==> src/logic/linebuf_pkg.sv <==
package linebuf_pkg;

  localparam int lwidth  = 8;
  localparam int dwidth  = 16;
  localparam int max_fil = 5;
  localparam int max_img = 32;
  localparam int max_pad = (max_fil - 1) / 2;

  // a line holds one image row plus both padding margins
  localparam int buf_size = max_img + 2 * max_pad;
  // one spare line so the row being written is never read
  localparam int buf_line = max_fil + 1;

  localparam int size_width = $clog2(buf_size);
  localparam int line_width = $clog2(buf_line) + 1;

  typedef logic [lwidth-1:0]     len_t;
  typedef logic [dwidth-1:0]     pixel_t;
  typedef logic [size_width-1:0] addr_t;
  typedef logic [line_width-1:0] sel_t;   // 0 selects no line

  typedef enum logic [1:0] {
    s_wait,
    s_charge,
    s_active
  } ctrl_state_t;

endpackage

==> src/logic/line_mem.sv <==
module line_mem (
  input  logic                clk,
  input  logic                we,
  input  linebuf_pkg::addr_t  addr,
  input  linebuf_pkg::pixel_t wdata,
  output linebuf_pkg::pixel_t rdata
);

  linebuf_pkg::pixel_t mem [linebuf_pkg::buf_size];

  always_ff @(posedge clk) begin
    if (we) begin
      mem[addr] <= wdata;
    end
    rdata <= mem[addr];   // registered read, old data on a same-address write
  end

endmodule

==> src/logic/linebuf_ctrl.sv <==
module linebuf_ctrl (
  input  logic               clk,
  input  logic               xrst,
  input  linebuf_pkg::len_t  img_size,
  input  linebuf_pkg::len_t  fil_size,
  input  linebuf_pkg::len_t  pad_size,
  input  logic               buf_req,
  output logic               buf_ack,
  output logic               buf_ready,
  output logic               buf_start,
  output logic               buf_valid,
  output logic               buf_stop,
  output logic               buf_wcol,
  output logic               buf_rrow [linebuf_pkg::max_fil],
  output linebuf_pkg::sel_t  buf_wsel,
  output linebuf_pkg::sel_t  buf_rsel,
  output logic               buf_we,
  output linebuf_pkg::addr_t buf_addr
);

  linebuf_pkg::ctrl_state_t state;

  linebuf_pkg::addr_t col_count;
  linebuf_pkg::addr_t row_count;
  linebuf_pkg::sel_t  mem_count;

  linebuf_pkg::len_t  pad_both;
  linebuf_pkg::len_t  col_last;
  logic               row_end;
  logic               charge_end;
  logic               active_end;
  logic               active;

  logic               start_now;
  logic               valid_now;
  logic               stop_now;

  logic [2:0]         ack_dly;
  logic [2:0]         start_dly;
  logic [2:0]         valid_dly;
  logic [2:0]         stop_dly;

  linebuf_pkg::sel_t  rsel_d0;
  linebuf_pkg::sel_t  rsel_d1;
  logic               rrow_d0 [linebuf_pkg::max_fil];
  logic               rrow_d1 [linebuf_pkg::max_fil];

  assign pad_both = pad_size << 1;
  assign col_last = img_size + pad_both - 1;   // last column of a padded row
  assign active   = state == linebuf_pkg::s_active;

  assign row_end    = col_count == col_last;
  assign charge_end = row_end && mem_count == fil_size - pad_size - 1;
  assign active_end = row_end && row_count == img_size + pad_size;

  always_ff @(posedge clk) begin
    if (!xrst) begin
      state <= linebuf_pkg::s_wait;
    end else begin
      case (state)
        linebuf_pkg::s_wait: begin
          if (buf_req && buf_ack) begin
            state <= linebuf_pkg::s_charge;
          end
        end
        linebuf_pkg::s_charge: begin
          if (charge_end) begin
            state <= linebuf_pkg::s_active;
          end
        end
        linebuf_pkg::s_active: begin
          if (active_end) begin
            state <= linebuf_pkg::s_wait;
          end
        end
        default: begin
          state <= linebuf_pkg::s_wait;
        end
      endcase
    end
  end

  // ack only after the write and read pipes have drained
  always_ff @(posedge clk) begin
    if (!xrst) begin
      ack_dly <= '0;
    end else begin
      ack_dly <= {ack_dly[1:0], state == linebuf_pkg::s_wait};
    end
  end

  assign buf_ack = state == linebuf_pkg::s_wait && ack_dly[2];

  always_ff @(posedge clk) begin
    if (!xrst || state == linebuf_pkg::s_wait) begin
      col_count <= '0;
      row_count <= '0;
      mem_count <= '0;
    end else if (row_end) begin
      col_count <= '0;
      row_count <= row_count + 1'b1;
      if (mem_count == fil_size) begin   // ring of fil_size+1 lines
        mem_count <= '0;
      end else begin
        mem_count <= mem_count + 1'b1;
      end
    end else begin
      col_count <= col_count + 1'b1;
    end
  end

  // row_count counts image rows, the top padding rows are never stored
  assign buf_ready = state != linebuf_pkg::s_wait
                     && row_count < img_size
                     && col_count >= pad_size
                     && col_count < img_size + pad_size;

  always_ff @(posedge clk) begin
    if (!xrst || state == linebuf_pkg::s_wait) begin
      buf_wcol <= 1'b0;
      buf_we   <= 1'b0;
      buf_wsel <= '0;
      buf_addr <= '0;
    end else begin
      buf_wcol <= buf_ready;
      buf_we   <= row_count < img_size + pad_size;
      buf_wsel <= mem_count + 1'b1;
      buf_addr <= col_count;
    end
  end

  // the window for counter row r starts at line (r+1) mod (fil_size+1)
  always_ff @(posedge clk) begin
    if (!xrst || state == linebuf_pkg::s_wait) begin
      rsel_d0 <= '0;
    end else if (active && col_count == '0) begin
      if (rsel_d0 == '0) begin
        rsel_d0 <= pad_size == '0
                   ? linebuf_pkg::sel_t'(1)
                   : linebuf_pkg::sel_t'(fil_size - pad_size + 2);
      end else if (rsel_d0 == fil_size + 1) begin
        rsel_d0 <= linebuf_pkg::sel_t'(1);
      end else begin
        rsel_d0 <= rsel_d0 + 1'b1;
      end
    end
  end

  always_ff @(posedge clk) begin
    if (!xrst) begin
      rsel_d1 <= '0;
    end else begin
      rsel_d1 <= rsel_d0;
    end
  end

  assign buf_rsel = rsel_d1;

  for (genvar j = 0; j < linebuf_pkg::max_fil; j++) begin : g_rrow
    always_ff @(posedge clk) begin
      if (!xrst) begin
        rrow_d0[j] <= 1'b0;
        rrow_d1[j] <= 1'b0;
      end else begin
        rrow_d0[j] <= j < fil_size
                      && fil_size <= row_count + j
                      && row_count + j < img_size + fil_size;   // image row r-fil+j exists
        rrow_d1[j] <= rrow_d0[j];
      end
    end

    assign buf_rrow[j] = rrow_d1[j];
  end

  assign start_now = active && row_count == fil_size - pad_size && col_count == fil_size - 1;
  assign valid_now = active && col_count >= fil_size - 1;
  assign stop_now  = active && active_end;

  always_ff @(posedge clk) begin
    if (!xrst) begin
      start_dly <= '0;
      valid_dly <= '0;
      stop_dly  <= '0;
    end else begin
      start_dly <= {start_dly[1:0], start_now};
      valid_dly <= {valid_dly[1:0], valid_now};
      stop_dly  <= {stop_dly[1:0], stop_now};
    end
  end

  assign buf_start = start_dly[2];
  assign buf_valid = valid_dly[2];
  assign buf_stop  = stop_dly[2];

endmodule

==> src/logic/linebuf_bank.sv <==
module linebuf_bank (
  input  logic                clk,
  input  logic                xrst,
  input  linebuf_pkg::pixel_t pix_data,
  input  logic                buf_wcol,
  input  logic                buf_we,
  input  linebuf_pkg::addr_t  buf_addr,
  input  linebuf_pkg::sel_t   buf_wsel,
  input  linebuf_pkg::sel_t   buf_rsel,
  input  logic                buf_rrow [linebuf_pkg::max_fil],
  input  linebuf_pkg::len_t   fil_size,
  output linebuf_pkg::pixel_t col_data [linebuf_pkg::max_fil]
);

  linebuf_pkg::pixel_t              pix_hold;
  linebuf_pkg::pixel_t              wdata;
  logic [linebuf_pkg::buf_line-1:0] mem_we;
  linebuf_pkg::pixel_t              rdata [linebuf_pkg::buf_line];
  linebuf_pkg::pixel_t              col_next [linebuf_pkg::max_fil];

  // buf_wcol lags pix_ready by one cycle, so the pixel is held one cycle too
  always_ff @(posedge clk) begin
    pix_hold <= pix_data;
  end

  assign wdata = buf_wcol ? pix_hold : '0;   // zeros form the side padding

  for (genvar k = 0; k < linebuf_pkg::buf_line; k++) begin : g_line
    assign mem_we[k] = buf_we && buf_wsel == linebuf_pkg::sel_t'(k + 1);

    line_mem u_line_mem (
      .clk   (clk),
      .we    (mem_we[k]),
      .addr  (buf_addr),
      .wdata (wdata),
      .rdata (rdata[k])
    );
  end

  // window row j comes from ring line (rsel-1+j) mod (fil_size+1)
  always_comb begin
    int ring;
    int base;
    int idx;
    ring = int'(fil_size) + 1;
    base = int'(buf_rsel) - 1;
    for (int j = 0; j < linebuf_pkg::max_fil; j++) begin
      idx = base + j;
      if (idx >= ring) begin
        idx = idx - ring;
      end
      if (buf_rsel != '0 && buf_rrow[j] && idx >= 0 && idx < linebuf_pkg::buf_line) begin
        col_next[j] = rdata[idx];
      end else begin
        col_next[j] = '0;   // top and bottom padding rows
      end
    end
  end

  always_ff @(posedge clk) begin
    if (!xrst) begin
      col_data <= '{default: '0};
    end else begin
      col_data <= col_next;
    end
  end

endmodule

==> src/logic/window_shift.sv <==
module window_shift (
  input  logic                clk,
  input  logic                xrst,
  input  linebuf_pkg::pixel_t col_data [linebuf_pkg::max_fil],
  input  logic                buf_start,
  input  logic                buf_valid,
  input  logic                buf_stop,
  output linebuf_pkg::pixel_t win_data [linebuf_pkg::max_fil][linebuf_pkg::max_fil],
  output logic                win_start,
  output logic                win_valid,
  output logic                win_stop
);

  // win_data[row][col], newest column enters at col max_fil-1
  always_ff @(posedge clk) begin
    for (int i = 0; i < linebuf_pkg::max_fil; i++) begin
      for (int k = 0; k < linebuf_pkg::max_fil - 1; k++) begin
        win_data[i][k] <= win_data[i][k+1];
      end
      win_data[i][linebuf_pkg::max_fil-1] <= col_data[i];
    end
  end

  always_ff @(posedge clk) begin
    if (!xrst) begin
      win_start <= 1'b0;
      win_valid <= 1'b0;
      win_stop  <= 1'b0;
    end else begin
      win_start <= buf_start;
      win_valid <= buf_valid;
      win_stop  <= buf_stop;
    end
  end

endmodule

==> src/logic/linebuf_top.sv <==
module linebuf_top (
  input  logic                clk,
  input  logic                xrst,
  input  linebuf_pkg::len_t   img_size,
  input  linebuf_pkg::len_t   fil_size,
  input  linebuf_pkg::len_t   pad_size,
  input  logic                buf_req,
  output logic                buf_ack,
  output logic                pix_ready,
  input  linebuf_pkg::pixel_t pix_data,
  output logic                win_start,
  output logic                win_valid,
  output logic                win_stop,
  output linebuf_pkg::pixel_t win_data [linebuf_pkg::max_fil][linebuf_pkg::max_fil]
);

  logic                buf_start;
  logic                buf_valid;
  logic                buf_stop;
  logic                buf_wcol;
  logic                buf_we;
  linebuf_pkg::addr_t  buf_addr;
  linebuf_pkg::sel_t   buf_wsel;
  linebuf_pkg::sel_t   buf_rsel;
  logic                buf_rrow [linebuf_pkg::max_fil];
  linebuf_pkg::pixel_t col_data [linebuf_pkg::max_fil];

  linebuf_ctrl u_ctrl (
    .clk       (clk),
    .xrst      (xrst),
    .img_size  (img_size),
    .fil_size  (fil_size),
    .pad_size  (pad_size),
    .buf_req   (buf_req),
    .buf_ack   (buf_ack),
    .buf_ready (pix_ready),
    .buf_start (buf_start),
    .buf_valid (buf_valid),
    .buf_stop  (buf_stop),
    .buf_wcol  (buf_wcol),
    .buf_rrow  (buf_rrow),
    .buf_wsel  (buf_wsel),
    .buf_rsel  (buf_rsel),
    .buf_we    (buf_we),
    .buf_addr  (buf_addr)
  );

  linebuf_bank u_bank (
    .clk      (clk),
    .xrst     (xrst),
    .pix_data (pix_data),
    .buf_wcol (buf_wcol),
    .buf_we   (buf_we),
    .buf_addr (buf_addr),
    .buf_wsel (buf_wsel),
    .buf_rsel (buf_rsel),
    .buf_rrow (buf_rrow),
    .fil_size (fil_size),
    .col_data (col_data)
  );

  window_shift u_shift (
    .clk       (clk),
    .xrst      (xrst),
    .col_data  (col_data),
    .buf_start (buf_start),
    .buf_valid (buf_valid),
    .buf_stop  (buf_stop),
    .win_data  (win_data),
    .win_start (win_start),
    .win_valid (win_valid),
    .win_stop  (win_stop)
  );

endmodule

==> config.mk <==
export PLATFORM = sky130hd
export DESIGN_NAME = linebuf_top
export DESIGN_NICKNAME = d
export VERILOG_FILES = /design/src/logic/linebuf_pkg.sv /design/src/logic/line_mem.sv /design/src/logic/linebuf_ctrl.sv /design/src/logic/linebuf_bank.sv /design/src/logic/window_shift.sv /design/src/logic/linebuf_top.sv
export SDC_FILE = /design/constraint.sdc
export NUM_CORES = 2
export LEC_CHECK = 0
export BUFFER_PORTS_ARGS = -buffer_cell sky130_fd_sc_hd__buf_2
export CAP_MARGIN = 20
export CORE_AREA = 10 10 595 597
export CTS_CLUSTER_DIAMETER = 120
export DETAILED_ROUTE_END_ITERATION = 7
export DIE_AREA = 0 0 605 607
export PLACE_DENSITY = 0.61
export SLEW_MARGIN = 20
export SYNTH_ARGS = -nofsm -noshare
export SYNTH_HDL_FRONTEND = slang
export SYNTH_SLANG_ARGS = --single-unit
export TNS_END_PERCENT = 50
==> constraint.sdc <==
create_clock -name clk -period 7.3 [get_ports clk]
set_input_delay 1.095 -clock clk [delete_from_list [all_inputs] [get_ports clk]]
set_output_delay 1.095 -clock clk [all_outputs]
set_load 0.02 [all_outputs]
==> impl_summary.md <==
Setup path
The endpoint required time on the critical path is 8.17 ns. The type of element capturing the critical path is a flip-flop. For the worst flop-to-flop path, the logic depth is 18.

The critical path is of the reg -> reg type. The endpoint identified for the worst register-to-register timing path is u_bank.col_data[22]. The start point of the critical path is u_ctrl.buf_rsel[0].

In this run the worst path has a maximum fanout of 22. Data arrives at the worst endpoint at between 7 and 8 ns. Traced cell by cell, the critical path runs through inv_1 -> ha_1 -> or3b_2 -> inv_1 -> ha_1 -> nand2b_1 -> ha_1 -> inv_1 -> ha_1 -> o21a_1 -> a2111o_1 -> o21ai_2 -> a21o_1 -> mux2i_4 -> buf_4 -> mux2_1 -> a221oi_1 -> nor3_1.

The reg-to-reg startpoint is u_ctrl.buf_rsel[0]. The largest individual stage delay along the critical path comes from the cell sky130_fd_sc_hd__or3b_2. The setup check on the worst reg-to-reg path leaves a slack of between 0.7 and 0.8 ns. The startpoint type of the worst setup path is a flip-flop.

The delay of the slowest cell on the worst path is 0.70 ns. The endpoint of the most critical setup path is u_bank.col_data[22]. Among the stages of the critical path, the cell type that occurs most often is sky130_fd_sc_hd__ha_1.

Layout
The area used by sequential logic in the layout is 117000 sq um. The count of nets after finishing is 10100. The area growth from synthesis to layout is 15.0%.

The area of combinational cells with multiple inputs is between 30000 and 40000 sq um. Cells with a size suffix above 1 make up 17.1% of the layout. The finished cells cover 176000 sq um. Fill cells in the final layout number 27400.

CTS
The tree built by TritonCTS fans out to 4111 sinks. Post-CTS repair changed the size of 0 cells. Counting the buffers created by CTS gives just over 400. After clock tree synthesis, the clock-pin slew on the worst setup and hold paths is around 0.070 ns. The count of hold buffers inserted by post-cts repair is 0. Clock latency on the worst-skew pair, taken at its later pin, is between 1 and 1.5 ns.

The clock passes through at most 4 buffers. The tree is rooted in a sky130_fd_sc_hd__clkbuf_16. TritonCTS built the clock tree. The deepest level of the CTS H-tree is 5. The buffers inserted during post-CTS setup optimization is 0.

Floorplanning
In this run the vertical extent of the chip is 607 um. From left edge to right edge, the die measures 605 um. Row generation in the floorplan step produced about 220 rows. For this design the top-level I/O count stands at 448. The die covers 367000 sq um. The placeable core area is 342000 sq um.

The starting density of the core is between 40% and 50%.

STA
Setup repair after global routing left no endpoint under its margin. The headroom to the max-slew limit is 9.43%. The final number of hold-violating endpoints was 0. The final count of negative-setup-slack endpoints is 0.

The post-route clock skew is between 0.08 and 0.09 ns. The worst path uses 89.8% of the clock period. The final setup slack of the worst path is 0.746 ns. The worst-margin pin slew is roughly 1.3 ns. Derived from the worst setup path, the maximum achievable clock frequency is roughly 0.15 GHz.

In the final timing run, aggregate negative setup slack is 0 ns. Hold timing on the final database bottoms out at a slack of 0.256 ns. The worst path in the final design needs a cycle of between 6 and 7 ns, including I/O delays and setup. The max-slew violation count is 0.

Pwr
In this run the static leakage power is 52.5 nW. Summing internal, switching and leakage power gives ~47 mW. VDD sags by at most 205 uV.

In this run the power density over the cells is approximately 260 nW/um^2.

Placed design
At the placement stage, the worst setup path has a slack of 0.844 ns. The count of input and output buffers is 447. After detailed placement, the total cell area comes to between 150000 and 200000 sq um. At the end of routability-driven placement, the weighted congestion stood at 0.910. The detailed placer's ending HPWL is around 280 mm.

Drt
Wires add up to around 470 mm. The length of the first detailed-routing pass in iterations is 6. The post-route DRC violation count is 0. The count of vias placed by the detailed router is 92000. The via density per instance is roughly 6.2. The average wire per cell in the routed design is 32.1 um.

The violation count after the first detailed-route iteration is 11800. The residual antenna-violating net count after detailed routing is 0.

Synthesis
Counting flops and latches in the post-synthesis netlist gives roughly 4000. The count of warnings emitted by yosys is 0. The proportion of synthesized chip area in sequential cells is 76.4%. A synthesized cell averages 16.6 sq um.

The fraction of synthesized cell area taken by the top area cell type is between 60% and 70%. The number of synthesized flops with an enable pin is between 3000 and 4000. The cell count after synthesis is 9211.

Of all cell types, the one taking the most synthesized area is sky130_fd_sc_hd__edfxtp_1. When the netlist entered floorplanning its net count stood at 9497. The most used flip-flop cell after synthesis is sky130_fd_sc_hd__edfxtp_1.

In the post-synthesis netlist, the biggest area contributors are sky130_fd_sc_hd__edfxtp_1 68%, sky130_fd_sc_hd__dfxtp_1 8.6%, sky130_fd_sc_hd__a22oi_1 4.7%. The async set-or-reset flop fraction in the synthesized netlist is 0%. The netlist area before placement is approximately 150000 sq um. The number of distinct library cells after synthesis is 89.

The commonest cells after synthesis are 3456 x sky130_fd_sc_hd__edfxtp_1, 968 x sky130_fd_sc_hd__a22oi_1, 655 x sky130_fd_sc_hd__dfxtp_1. The most frequently used cell type in the post-synthesis netlist is sky130_fd_sc_hd__edfxtp_1.

Global routing
The wire length of the first global-routing pass is between 600 and 700 mm. The global-route congestion overflow total is 0. Entering global routing, the biggest net connects approximately 220 pins. The number of global-route vias before repair is 89300. Global routing used 24.7% of the available tracks across all layers. The initial antenna violation count came to 29.

Min path
The type of the most critical hold path is in -> reg.

Job
The max-cap violation count is 0.

Outcome
The run finished with clean final reports.
[layer usage]
layer / global-route usage, % / vias up / wire length (um)
met2: 39.5 / 5111 / 222000
met3: 4.75 / 888 / 45300
met1: 33.8 / 47200 / 186000
li1: - / 38800 / -
met4: 9.24 / 8 / 19500
met5: 0 / - / 52
[flip-flops by register name (all words and copies together) (netlist names), 6 cells and up]
| register | flops |
|---|---|
| u_bank.col_data | 80 |
| u_bank.pix_hold | 16 |
| u_bank.g_line.u_line_mem.mem | 3456 |
| u_bank.g_line.u_line_mem.rdata | 96 |
| u_ctrl.col_count | 6 |
| u_ctrl.row_count | 6 |
| u_ctrl.buf_addr | 6 |
| u_shift.win_data | 400 |
[how the worst min path moves through the flow]
stage	start	cells past startpoint	to	slack [ns]
floorplan	u_bank.col_data[0]	0	u_shift.win_data[0]	0.31
finish	pix_data[5]	1	u_bank.pix_hold[5]	0.26
global placement	u_bank.col_data[79]	0	u_shift.win_data[335]	0.32
detailed placement	u_bank.col_data[52]	0	u_shift.win_data[244]	0.31
CTS	pix_data[9]	1	u_bank.pix_hold[9]	0.20
global route	pix_data[9]	1	u_bank.pix_hold[9]	0.24
[area by class of cell]
cell class              count  share of cell area (%)
multi-input cells        4415                    19.4
diodes                     15                  0.0213
clock inverters           227                    1.31
clock buffers             527                    6.34
inverters                 124                   0.264
repair buffers            760                    2.95
well taps                4557                    3.24
flip-flops and latches   4111                    66.4
[layout by cell type, fill, tap and decap left out, types with 77 or more instances in the layout]
master / count
sky130_fd_sc_hd__inv_1: 125
sky130_fd_sc_hd__a22oi_1: 968
sky130_fd_sc_hd__clkinv_1: 77
sky130_fd_sc_hd__a22o_1: 288
sky130_fd_sc_hd__clkbuf_1: 82
sky130_fd_sc_hd__ha_1: 234
sky130_fd_sc_hd__mux4_2: 112
sky130_fd_sc_hd__clkbuf_16: 419
sky130_fd_sc_hd__a21oi_1: 247
sky130_fd_sc_hd__edfxtp_1: 3456
sky130_fd_sc_hd__nor2_1: 196
sky130_fd_sc_hd__a221oi_1: 350
sky130_fd_sc_hd__buf_2: 447
sky130_fd_sc_hd__buf_4: 260
sky130_fd_sc_hd__nand3_1: 77
sky130_fd_sc_hd__o21ai_0: 160
sky130_fd_sc_hd__nor2_2: 79
sky130_fd_sc_hd__nand4b_1: 95
sky130_fd_sc_hd__a32oi_1: 94
sky130_fd_sc_hd__a31oi_1: 104
sky130_fd_sc_hd__nand2_1: 334
sky130_fd_sc_hd__nand4_1: 214
sky130_fd_sc_hd__dfxtp_1: 649
[worst max-delay path: cells and delay by family (launching register included)]
kind | cells | cell delay (ns)
multiplexers | 2 | 0.93
flip-flops | 1 | 0.32
AND/OR/NAND/NOR | 3 | 0.93
adder cells (fa/ha/maj) | 4 | 1.34
AO/OA/AOI/OAI | 5 | 1.56
buffers and inverters | 4 | 1.35
[per-stage QoR]
| stage | utilization [%] | cells |
|---|---|---|
| after floorplan | - | 9211 |
| after global placement | 47.4 | 14000 |
| after detailed placement | 47.4 | 14000 |
| after CTS | 51.4 | 14700 |
| after global routing | 51.5 | 14700 |
| final | 51.5 | 14700 |
[cell families after synthesis]
kind of cell	count (synthesis)	share of synthesized area, %
muxes	257	2.67
DFF	4111	76.4
xor gates and xnor gates	96	0.549
and+or+nand+nor	1346	4.57
adders and majority gates	243	2.03
buffers and inverters	685	1.73
AOI/OAI and AO/OA	2473	12.1
[report_power, final]
part           switching [mW]  internal (mW)
registers             0.00587           25.1
logic                   0.302          0.198
clock network            8.96           12.1
total                    9.27           37.3
Note: power is estimated with default switching activity, not from simulation.
